**src/bus_defs.svh**
```systemverilog
/* bus subsystem parameters */

`ifndef BUS_DEFS_SVH
`define BUS_DEFS_SVH

// bus widths
`define BUS_AW 32               // byte address
`define BUS_DW 32               // data word

// memory slave
`define BUS_MEM_WORDS 256       // byte addresses 0x000..0x3ff
`define BUS_MEM_LATENCY 2       // pulse to ack, at least 2

// upper region, writes need machine mode
`define BUS_PRIV_BASE 32'h0000_0300

// keeper watchdog, must exceed the memory latency
`define BUS_TIMEOUT 8

`endif

```
**src/bus_pkg.sv**
```systemverilog
/* bus request and response types */

`default_nettype none

`include "bus_defs.svh"

package bus_pkg;

    // one controller access, same layout on ca, cb and the peripheral bus
    typedef struct packed {
        logic                   priv;   // 1 = machine mode
        logic                   cached; // carried only
        logic [`BUS_AW-1:0]     addr;   // byte address
        logic [`BUS_DW-1:0]     wdata;
        logic [`BUS_DW/8-1:0]   ben;    // byte enables
        logic                   we;     // single-cycle write pulse
        logic                   re;     // single-cycle read pulse
    } bus_req_t;

    // slave answer, ack or err for exactly one cycle
    typedef struct packed {
        logic [`BUS_DW-1:0]     rdata;  // valid with ack on reads
        logic                   ack;
        logic                   err;
    } bus_rsp_t;

endpackage

`default_nettype wire

```
**src/bus_keeper.sv**
```systemverilog
/* bus access watchdog */

`default_nettype none

`include "bus_defs.svh"

module bus_keeper (
    input  logic              clk_i,
    input  logic              rstn_i,
    input  bus_pkg::bus_req_t req_i,
    input  bus_pkg::bus_rsp_t rsp_i,
    output logic              err_o
);
    import bus_pkg::*;

    localparam int CNT_W = $clog2(`BUS_TIMEOUT + 1);

    logic             active_q;     // access outstanding
    logic [CNT_W-1:0] cnt_q;        // cycles since the pulse
    logic             err_q;
    logic             pulse;
    logic             answered;

    assign pulse    = req_i.re | req_i.we;
    assign answered = rsp_i.ack | rsp_i.err;

    // ----------------------------------------------------------
    // timeout counter
    // ----------------------------------------------------------
    always_ff @(posedge clk_i or negedge rstn_i) begin
        if (!rstn_i) begin
            active_q <= 1'b0;
            cnt_q    <= '0;
            err_q    <= 1'b0;
        end else begin
            err_q <= 1'b0;  // single-cycle pulse
            if (pulse) begin
                active_q <= 1'b1;
                cnt_q    <= CNT_W'(1);
            end else if (active_q) begin
                if (answered) begin
                    active_q <= 1'b0;   // some slave took it
                end else if (cnt_q == CNT_W'(`BUS_TIMEOUT - 1)) begin
                    err_q    <= 1'b1;   // shows up TIMEOUT cycles after the pulse
                    active_q <= 1'b0;
                end else begin
                    cnt_q <= cnt_q + 1'b1;
                end
            end
        end
    end

    assign err_o = err_q;

endmodule

`default_nettype wire

```
**config.mk**
```make
export PLATFORM = sky130hd
export DESIGN_NAME = bus_keeper
export DESIGN_NICKNAME = d
export VERILOG_FILES = /design/src/bus_pkg.sv /design/src/bus_keeper.sv
export VERILOG_INCLUDE_DIRS = /design/src
export SDC_FILE = /design/constraint.sdc
export NUM_CORES = 1
export LEC_CHECK = 0
export BUFFER_PORTS_ARGS = -buffer_cell sky130_fd_sc_hd__buf_4
export CAP_MARGIN = 25
export CELL_PAD_IN_SITES_DETAIL_PLACEMENT = 1
export CELL_PAD_IN_SITES_GLOBAL_PLACEMENT = 1
export CORE_AREA = 2 2 44 77
export CTS_CLUSTER_DIAMETER = 80
export DETAILED_ROUTE_END_ITERATION = 16
export DIE_AREA = 0 0 46 79
export PLACE_DENSITY = 0.95
export SYNTH_ARGS = -nofsm -noshare
export SYNTH_HDL_FRONTEND = slang
export SYNTH_SLANG_ARGS = --single-unit
```
**constraint.sdc**
```tcl
create_clock -name clk_i -period 1.6 [get_ports clk_i]
set_input_delay 0 -clock clk_i [delete_from_list [all_inputs] [get_ports clk_i]]
set_output_delay 0 -clock clk_i [all_outputs]
set_load 0.02 [all_outputs]
```
==> impl_metrics.json <==
{
  "status": "finished, final reports clean",
  "end_kind": "flip-flop",
  "ys_seq_area_frac": 0.515,
  "fin_util": 0.140,
  "overflow": 0,
  "final_net_count": 148,
  "netlist_area_um2": 292,
  "finalMaxSlewViolations": 0,
  "worst_slew_pin_slew_ns": 0.408,
  "core_area_um2": 3040,
  "cap_violations": 0,
  "tns_ns": 0,
  "powerDensity_nw_per_um2": 972,
  "ys_warn_count": 0,
  "clock-root-buffer": "clkbuf_8",
  "synthArstFlopShare": 1.00,
  "worstHoldPathType": "in -> reg",
  "first_pass_iters": 4,
  "clock-sinks": 6,
  "grt_pass1_vias": 305,
  "postCtsSetupBuffers": 0,
  "initialDrtViolationCount": 6,
  "cts_buffer_depth": 2,
  "grt_start_max_net_pins": 8,
  "rr_worst_depth": 4,
  "die_y_um": 79,
  "antenna_found_initial": 0,
  "port_buffers": 6,
  "boundaryPins": 109,
  "synth_top_area_frac": 0.515,
  "clk_pin_slew_worst_paths_ns": 0.04,
  "initial_utilization": 0.0959,
  "synth_cells": 27,
  "synth_cell_types": 18,
  "worst_ep_required_time_ns": 1.69,
  "cts_tree": "yes",
  "finalSetupViolations": 0,
  "rsz0062_at_grt": "false",
  "synth_edf_count": 0,
  "die_area_um2": 3630,
  "leakagePower_nw": 0.181,
  "synth_adder_area_share": 0.0429,
  "skew_ns": 0.00252,
  "drtAntennaViolNets": 0,
  "startpoint_type": "flip-flop",
  "drc": 0,
  "syn_to_final_growth_pct": 45.5,
  "hpwl_um": 591,
  "place_congestion": 0.660,
  "n_antenna_cell": 0,
  "grt_first_pass_wirelength_mm": 1.27,
  "synth_top_cell_by_area": "dfrtp_1",
  "cts_htree_levels": 1,
  "min_period_ns": 1.31,
  "wl_per_cell_um": 10.6,
  "yosys.area_share.xor_xnor": 0,
  "hold_viol_final": 0,
  "crit_fanout": 6,
  "cts_buffers": 3,
  "pre_cts_ws_ns": 0.273,
  "synth_most_common_cell": "dfrtp_1",
  "synth_area_leaders": "dfrtp_1, o21ai_0, ha_1",
  "grtUsageTotal": 0.0500,
  "syn-num-nets": 136,
  "critPathKind": "reg -> reg",
  "ir_drop_v": 0.000256,
  "synth-main-ff-cell": "dfrtp_1",
  "synth_common_cells": "dfrtp_1, o21ai_0, nand2_1, nor2_1",
  "final_area_um2": 424,
  "synth_mux_area_frac": 0.0343,
  "vias": 253,
  "cts_resized": 0,
  "synthSimpleGateAreaFrac": 0.249,
  "hold_depth": 3,
  "fin_total_pwr_w": 0.000412,
  "drive_gt1_frac": 0.270,
  "slew_headroom": 0.727,
  "synth-compound-area-share": 0.159,
  "wl_um": 698,
  "max_freq_ghz": 0.762,
  "synth_seq_cells": 6,
  "routed_via_density": 3.83,
  "dpl_cell_area_um2": 373,
  "synth_top_family_by_area": "simple AND/OR/NAND/NOR gates",
  "syn_avg_cell_area_um2": 10.8,
  "critPathArrivalTime_ns": 1.40,
  "rows": 27,
  "clk_latency_ns": 0.22,
  "final.setup.worst_slack_ns": 0.287,
  "dieWidth_um": 46,
  "post-route-period-util": 0.820
}
## area by class of cell
cell class	instances	area (um^2)
Multi-Input combinational cell	21	141
Tap cell	29	36.3
Timing Repair Buffer	7	55.1
Clock buffer	3	41.3
Sequential cell	6	150
Fill cell	372	2620
## layout by cell type (no fill, tap or decap)
master and count:
a2111o_1 1, a21oi_1 1, and3_1 1, and3b_1 1
buf_4 6, clkbuf_8 3, dfrtp_1 6, dlygate4sd3_1 1
ha_1 1, mux2i_1 1, nand2_1 2, nand3_1 1
nand3b_1 1, nand4_1 1, nor2_1 2, nor3_1 1
nor3b_1 1, o211ai_1 1, o21ai_0 3, o31ai_1 1
or3b_4 1
## logic make-up after synthesis
family | after synthesis
flops | 6
compound gates | 7
fa+ha+maj | 1
simple gates | 12
mux | 1
## sequential cells by signal, summed over array words and instances, names as in the netlist
register  cells
active_q      1
err_o         1
cnt_q         4
## layer usage
metal  vias up  track usage  share of wire
met5         -            0              0
met4         0       0.0429          0.011
met3         2       0.0205          0.044
met2         5       0.0819           0.59
met1       123       0.0433           0.35
li1        123            -              -
## path summary, 6_finish.rpt
kind | from | end | slack (ns)
setup / recovery | cnt_q[0] | cnt_q[1] | 0.29
hold / removal | req_i[0] | cnt_q[3] | 0.06
setup reg to reg | cnt_q[0] | cnt_q[1] | 0.29
hold reg to reg | cnt_q[3] | cnt_q[3] | 0.59
max in group asynchronous | rstn_i | cnt_q[1] | 1.36
min in group asynchronous | rstn_i | cnt_q[2] | 0.12
## metrics by stage
step | hold slack (ns) | cells
floorplan | -0.296 | 27
global placement | -0.191 | 62
detailed placement | -0.186 | 62
CTS | 0.0679 | 66
global route | 0.0819 | 66
finish | 0.0634 | 66
## critical path, cell delays in order (launching register included)
cell and delay [ns]:
dfrtp_1 0.41, ha_1 0.26, and3b_1 0.25, o211ai_1 0.17, o31ai_1 0.10
## where the power goes
part / total [W] / switching [W] / internal (W)
logic: 0.0000324 / 0.0000155 / 0.0000169
registers: 0.000158 / 0.00000236 / 0.000156
clock network: 0.000222 / 0.0000605 / 0.000161
total: 0.000412 / 0.0000784 / 0.000334
## repair_timing
action | 4_1_cts | 5_1_grt
hold buffers | 1 | 0
hold endpoints to repair | 6 | 0
endpoints found under the setup margin | 0 | 0
No activity file was read; power rests on OpenSTA's default activity.
