--- config.mk ---
export PLATFORM = sky130hd
export DESIGN_NAME = bus_switch
export DESIGN_NICKNAME = d
export VERILOG_FILES = /design/src/bus_pkg.sv /design/src/bus_switch.sv
export VERILOG_INCLUDE_DIRS = /design/src
export SDC_FILE = /design/constraint.sdc
export NUM_CORES = 1
export LEC_CHECK = 0
export BUFFER_PORTS_ARGS = -buffer_cell sky130_fd_sc_hd__buf_2
export CAP_MARGIN = 20
export CORE_AREA = 4 4 123 125
export DETAILED_ROUTE_END_ITERATION = 12
export DIE_AREA = 0 0 127 129
export SETUP_SLACK_MARGIN = 0.2
export SYNTH_ARGS = -nofsm -noshare
export SYNTH_HDL_FRONTEND = slang
export SYNTH_SLANG_ARGS = --single-unit
--- constraint.sdc ---
create_clock -name clk_i -period 4.5 [get_ports clk_i]
set_input_delay 0.45 -clock clk_i [delete_from_list [all_inputs] [get_ports clk_i]]
set_output_delay 0.45 -clock clk_i [all_outputs]
set_load 0.03 [all_outputs]
--- src/bus_defs.svh ---
/* bus subsystem parameters */

`ifndef BUS_DEFS_SVH
`define BUS_DEFS_SVH

// bus widths
`define BUS_AW 32               // byte address
`define BUS_DW 32               // data word

// memory slave
`define BUS_MEM_WORDS 256       // byte addresses 0x000..0x3ff
`define BUS_MEM_LATENCY 2       // pulse to ack, at least 2

// upper region, writes need machine mode
`define BUS_PRIV_BASE 32'h0000_0300

// keeper watchdog, must exceed the memory latency
`define BUS_TIMEOUT 8

`endif

--- src/bus_pkg.sv ---
/* bus request and response types */

`default_nettype none

`include "bus_defs.svh"

package bus_pkg;

    // one controller access, same layout on ca, cb and the peripheral bus
    typedef struct packed {
        logic                   priv;   // 1 = machine mode
        logic                   cached; // carried only
        logic [`BUS_AW-1:0]     addr;   // byte address
        logic [`BUS_DW-1:0]     wdata;
        logic [`BUS_DW/8-1:0]   ben;    // byte enables
        logic                   we;     // single-cycle write pulse
        logic                   re;     // single-cycle read pulse
    } bus_req_t;

    // slave answer, ack or err for exactly one cycle
    typedef struct packed {
        logic [`BUS_DW-1:0]     rdata;  // valid with ack on reads
        logic                   ack;
        logic                   err;
    } bus_rsp_t;

endpackage

`default_nettype wire

--- src/bus_switch.sv ---
/* two-port prioritized bus switch */

`default_nettype none

module bus_switch #(
    parameter bit PORT_CA_READ_ONLY = 1'b0,
    parameter bit PORT_CB_READ_ONLY = 1'b0
) (
    input  logic              clk_i,
    input  logic              rstn_i,
    // controller port a, data side
    input  bus_pkg::bus_req_t ca_req_i,
    output bus_pkg::bus_rsp_t ca_rsp_o,
    // controller port b, fetch side
    input  bus_pkg::bus_req_t cb_req_i,
    output bus_pkg::bus_rsp_t cb_rsp_o,
    // peripheral bus
    output bus_pkg::bus_req_t p_req_o,
    output logic              p_src_o,  // 0 = a owns the bus, 1 = b
    input  bus_pkg::bus_rsp_t p_rsp_i
);
    import bus_pkg::*;

    typedef enum logic [2:0] {
        S_IDLE,
        S_A_BUSY,
        S_A_RETIRE,
        S_B_BUSY,
        S_B_RETIRE
    } arb_state_e;

    arb_state_e state_q, state_d;
    logic       bus_sel;            // current owner
    logic       re_trig, we_trig;   // re-issue of a buffered pulse

    // per-port request buffers
    logic ca_rd_buf_q, ca_wr_buf_q;
    logic cb_rd_buf_q, cb_wr_buf_q;

    logic ca_we, cb_we;             // write pulses after read-only masking
    logic ca_req_cur, ca_req_pend;
    logic cb_req_cur, cb_req_pend;
    logic ca_ack, ca_err;
    logic cb_ack, cb_err;
    bus_req_t sel_req;

    // ----------------------------------------------------------
    // request bookkeeping
    // ----------------------------------------------------------
    assign ca_we = ca_req_i.we & ~PORT_CA_READ_ONLY;  // dropped on read-only port
    assign cb_we = cb_req_i.we & ~PORT_CB_READ_ONLY;

    assign ca_req_cur  = ca_req_i.re | ca_we;
    assign cb_req_cur  = cb_req_i.re | cb_we;
    assign ca_req_pend = ca_rd_buf_q | ca_wr_buf_q;
    assign cb_req_pend = cb_rd_buf_q | cb_wr_buf_q;

    always_ff @(posedge clk_i or negedge rstn_i) begin
        if (!rstn_i) begin
            state_q     <= S_IDLE;
            ca_rd_buf_q <= 1'b0;
            ca_wr_buf_q <= 1'b0;
            cb_rd_buf_q <= 1'b0;
            cb_wr_buf_q <= 1'b0;
        end else begin
            state_q <= state_d;
            // set on the pulse, held until the port sees its answer
            ca_rd_buf_q <= (ca_rd_buf_q | ca_req_i.re) & ~(ca_ack | ca_err);
            ca_wr_buf_q <= (ca_wr_buf_q | ca_we) & ~(ca_ack | ca_err);
            cb_rd_buf_q <= (cb_rd_buf_q | cb_req_i.re) & ~(cb_ack | cb_err);
            cb_wr_buf_q <= (cb_wr_buf_q | cb_we) & ~(cb_ack | cb_err);
        end
    end

    // ----------------------------------------------------------
    // arbiter FSM, a before b, current before pending
    // ----------------------------------------------------------
    always_comb begin
        state_d = state_q;
        bus_sel = 1'b0;
        re_trig = 1'b0;
        we_trig = 1'b0;
        case (state_q)
            S_IDLE: begin
                if (ca_req_cur) begin
                    state_d = S_A_BUSY;     // passes through this cycle
                end else if (ca_req_pend) begin
                    state_d = S_A_RETIRE;
                end else if (cb_req_cur) begin
                    bus_sel = 1'b1;
                    state_d = S_B_BUSY;
                end else if (cb_req_pend) begin
                    bus_sel = 1'b1;
                    state_d = S_B_RETIRE;
                end
            end
            S_A_BUSY: begin
                if (p_rsp_i.ack || p_rsp_i.err) begin
                    state_d = S_IDLE;
                end
            end
            S_A_RETIRE: begin
                re_trig = ca_rd_buf_q;      // replay the stored pulse
                we_trig = ca_wr_buf_q;
                state_d = S_A_BUSY;
            end
            S_B_BUSY: begin
                bus_sel = 1'b1;
                if (p_rsp_i.ack || p_rsp_i.err) begin
                    // a waited, serve it next
                    if (ca_req_cur || ca_req_pend) begin
                        state_d = S_A_RETIRE;
                    end else begin
                        state_d = S_IDLE;
                    end
                end
            end
            S_B_RETIRE: begin
                bus_sel = 1'b1;
                re_trig = cb_rd_buf_q;
                we_trig = cb_wr_buf_q;
                state_d = S_B_BUSY;
            end
            default: begin
                state_d = S_IDLE;
            end
        endcase
    end

    // ----------------------------------------------------------
    // peripheral bus mux and response routing
    // ----------------------------------------------------------
    assign sel_req = bus_sel ? cb_req_i : ca_req_i;

    always_comb begin
        p_req_o    = sel_req;   // addr, data, ben, priv, cached
        p_req_o.we = (bus_sel ? cb_we : ca_we) | we_trig;
        p_req_o.re = sel_req.re | re_trig;
    end

    assign p_src_o = bus_sel;

    assign ca_ack = ~bus_sel & p_rsp_i.ack;
    assign ca_err = ~bus_sel & p_rsp_i.err;
    assign cb_ack = bus_sel & p_rsp_i.ack;
    assign cb_err = bus_sel & p_rsp_i.err;

    always_comb begin
        ca_rsp_o.rdata = p_rsp_i.rdata;     // shared read data
        ca_rsp_o.ack   = ca_ack;
        ca_rsp_o.err   = ca_err;
        cb_rsp_o.rdata = p_rsp_i.rdata;
        cb_rsp_o.ack   = cb_ack;
        cb_rsp_o.err   = cb_err;
    end

endmodule

`default_nettype wire

==> results.txt <==
first-pass GRT wire length -> 20.7 mm
DRT iter0 DRCs -> 244
first-pass iteration count of the detailed router -> 5
Reg clk slew, reported paths -> 0.04 ns
reg2reg end -> ca_rd_buf_q
CP max FO -> 72
share of cells above drive strength 1 -> 0.421
Rel. slew slack -> 0.368
Post-synth EDFFs -> 0
Antenna Cells -> 0
Util after Layout -> 0.266
hold_buf cts -> 0
RR Startpoint -> cb_wr_buf_q
# IOs -> 321
Die Ht -> 129 µm
register bit total from synthesis -> 7
Worst VDD drop -> 0.137 mV
clock tree root buffer cell -> clkbuf_16
final setup fails -> 0
Buf/Inv on CP -> 2
Via density -> 5.64
pre-CTS setup slack -> 1.35 ns
RSZ-0062 raised after global routing -> no
Final ANT Viol Nets -> 0
fraction of registers with async set or reset after synthesis -> 1.00
Fin. Hold Viols -> 0
detailed placer's ending HPWL -> 9.16 mm
H-tree Lvls -> 1
# clock sinks -> 7
largest net degree at the start of global routing -> 74
Post-CTS Repair Setup Buffers -> 0
DP Area -> 3610 µm²
mean post-synth cell area -> 6.33 µm²
CP arrival -> 2.74 ns
Clock Tree Buf Depth -> 2
distinct cell type count after synthesis -> 31
Core Rows -> 43
Core Area -> 13900 µm²
CTS Buf Count -> 3
CP Data Required Time -> 4.05 ns
R2R depth -> 4
clk_lat worst skew -> 0.23 ns
crit path cell chain -> nor2_4 > buf_4 > nand3_1 > and3_1 > buf_2
startpoint class of the critical path -> flop
largest cells by area after synthesis -> o211ai_1, buf_4, nand4_1
port bufs -> 224
overall routed net length -> 13.8 mm
initial antenna violation count -> 0
top post-synthesis cells by count -> o21ai_0, nand3_1, o211ai_1, nand4_1, buf_4
Post-Syn Area -> 2990 µm²
final std cells w/o fill -> 757
# resized after CTS -> 0
Area Overhead vs Synth -> 23.3%
biggest area consumer among synthesized cells -> o211ai_1
CP top delay family -> simple AND/OR/NAND/NOR gates
top_reg_cell synth -> dfrtp_1
Seq/Total Area, Yosys -> 0.0585
P_leak -> 1.60 nW
Setup crit end kind -> primary output
crit path kind -> reg -> out
cell area after layout -> 3690 µm²
Final nets -> 758
max-cap violations -> 0
Mapped Nets -> 653
largest stage delay on the critical path -> 0.66 ns
share of the synthesized area in the top cell type -> 0.178
Max Clock Freq -> 313 MHz
Die Wd -> 127 µm
Slew @ Worst Pin -> 0.948 ns
Post-route DRC -> 0
r2r setup slk -> 2.02 ns
Initial Utilization -> 0.216
vias in the first global route -> 3984
Inst Count DP -> 753
CTS tree -> done
count leader, synth -> o21ai_0
GRT overflow -> 0
Clock Skew -> 0.00116 ns
Sum Neg Setup Slack -> 0 ns
Cells after Synth -> 473
Routed wire per std cell -> 18.2 µm
Max Slew Vio Count -> 0
Die ar. -> 16400 µm²
min-delay worst type -> in -> async
status -> completed
Total Routing Usage GR -> 0.151
Pwr per Cell Area -> 379 nW/µm²
fin crit period -> 3.19 ns
Synth warnings -> 0
Setup WS post-layout -> 1.31 ns
placer congestion estimate -> 0.837
CP max stage cell -> buf_4
fin crit share -> 0.709
total number of vias -> 4273
[worst max path at each step]
stage           startpoint     endpoint  slack, ns  cells past startpoint
2_1_floorplan  cb_req_i[0]  p_req_o[10]       2.00                      6
3_3_place_gp   ca_req_i[0]  ca_rsp_o[1]       1.36                      6
3_5_place_dp   ca_req_i[0]  ca_rsp_o[1]       1.35                      6
4_1_cts        ca_wr_buf_q  ca_rsp_o[1]       1.30                      5
5_1_grt         state_q[1]  ca_rsp_o[1]       1.19                      5
6_report        state_q[1]  ca_rsp_o[0]       1.31                      5
[stage by stage]
stage               power (mW)  hold WS [ns]
finish                    1.40        0.0569
global route              1.49        0.0596
CTS                       1.41        0.0552
detailed placement        1.24         0.303
global placement          1.25         0.300
floorplan                 1.01         0.154
[report_power, final]
| group | internal (mW) | switching, mW |
|---|---|---|
| clock | 0.118 | 0.0363 |
| combinational | 0.333 | 0.798 |
| sequential | 0.0786 | 0.0336 |
| total | 0.530 | 0.868 |
[final cells by class]
cell class | instances | area [µm²]
Clock buffer | 4 | 78.8
Fill cell | 1596 | 10200
Inverter | 2 | 7.51
Multi-Input combinational cell | 332 | 2020
Sequential cell | 7 | 175
Tap cell | 180 | 225
Timing Repair Buffer | 232 | 1180
[cells in the final DEF, fill, tap and decap left out, types with 2 or more instances in the layout]
master,Yosys,layout
nor2_1,7,6
nand4_1,70,70
a32o_1,2,2
o32a_1,2,2
clkbuf_16,0,3
o211ai_1,71,71
a21oi_1,2,2
dfrtp_1,7,7
buf_2,3,224
inv_1,2,2
a211o_1,2,2
nor2b_1,3,3
nand3_1,71,71
nor3_1,4,4
o21ai_0,77,77
a21boi_0,2,2
nand2_1,3,3
or4_1,3,2
buf_4,68,8
and3_1,3,2
[sequential cells by signal, indices dropped and copies added, names as in the netlist]
register,flops
cb_rd_buf_q,1
ca_wr_buf_q,1
state_q,3
ca_rd_buf_q,1
cb_wr_buf_q,1
[metal layers]
layer / global-route usage / vias to the layer above / routed length [µm]
met1: 0.180 / 1989 / 5460
met2: 0.262 / 264 / 6560
met3: 0.0299 / 43 / 1300
met5: 0 / - / 0
li1: - / 1977 / -
met4: 0.0713 / 0 / 479
[kinds of logic (layout without fill, tap and decap cells)]
family,after synthesis,after routing,synth area share
AOI/OAI and AO/OA,160,160,0.341
buffers and inverters,134,238,0.275
DFF,7,7,0.0585
and+or+nand+nor,172,172,0.326
Note: power is estimated with default switching activity, not from simulation.
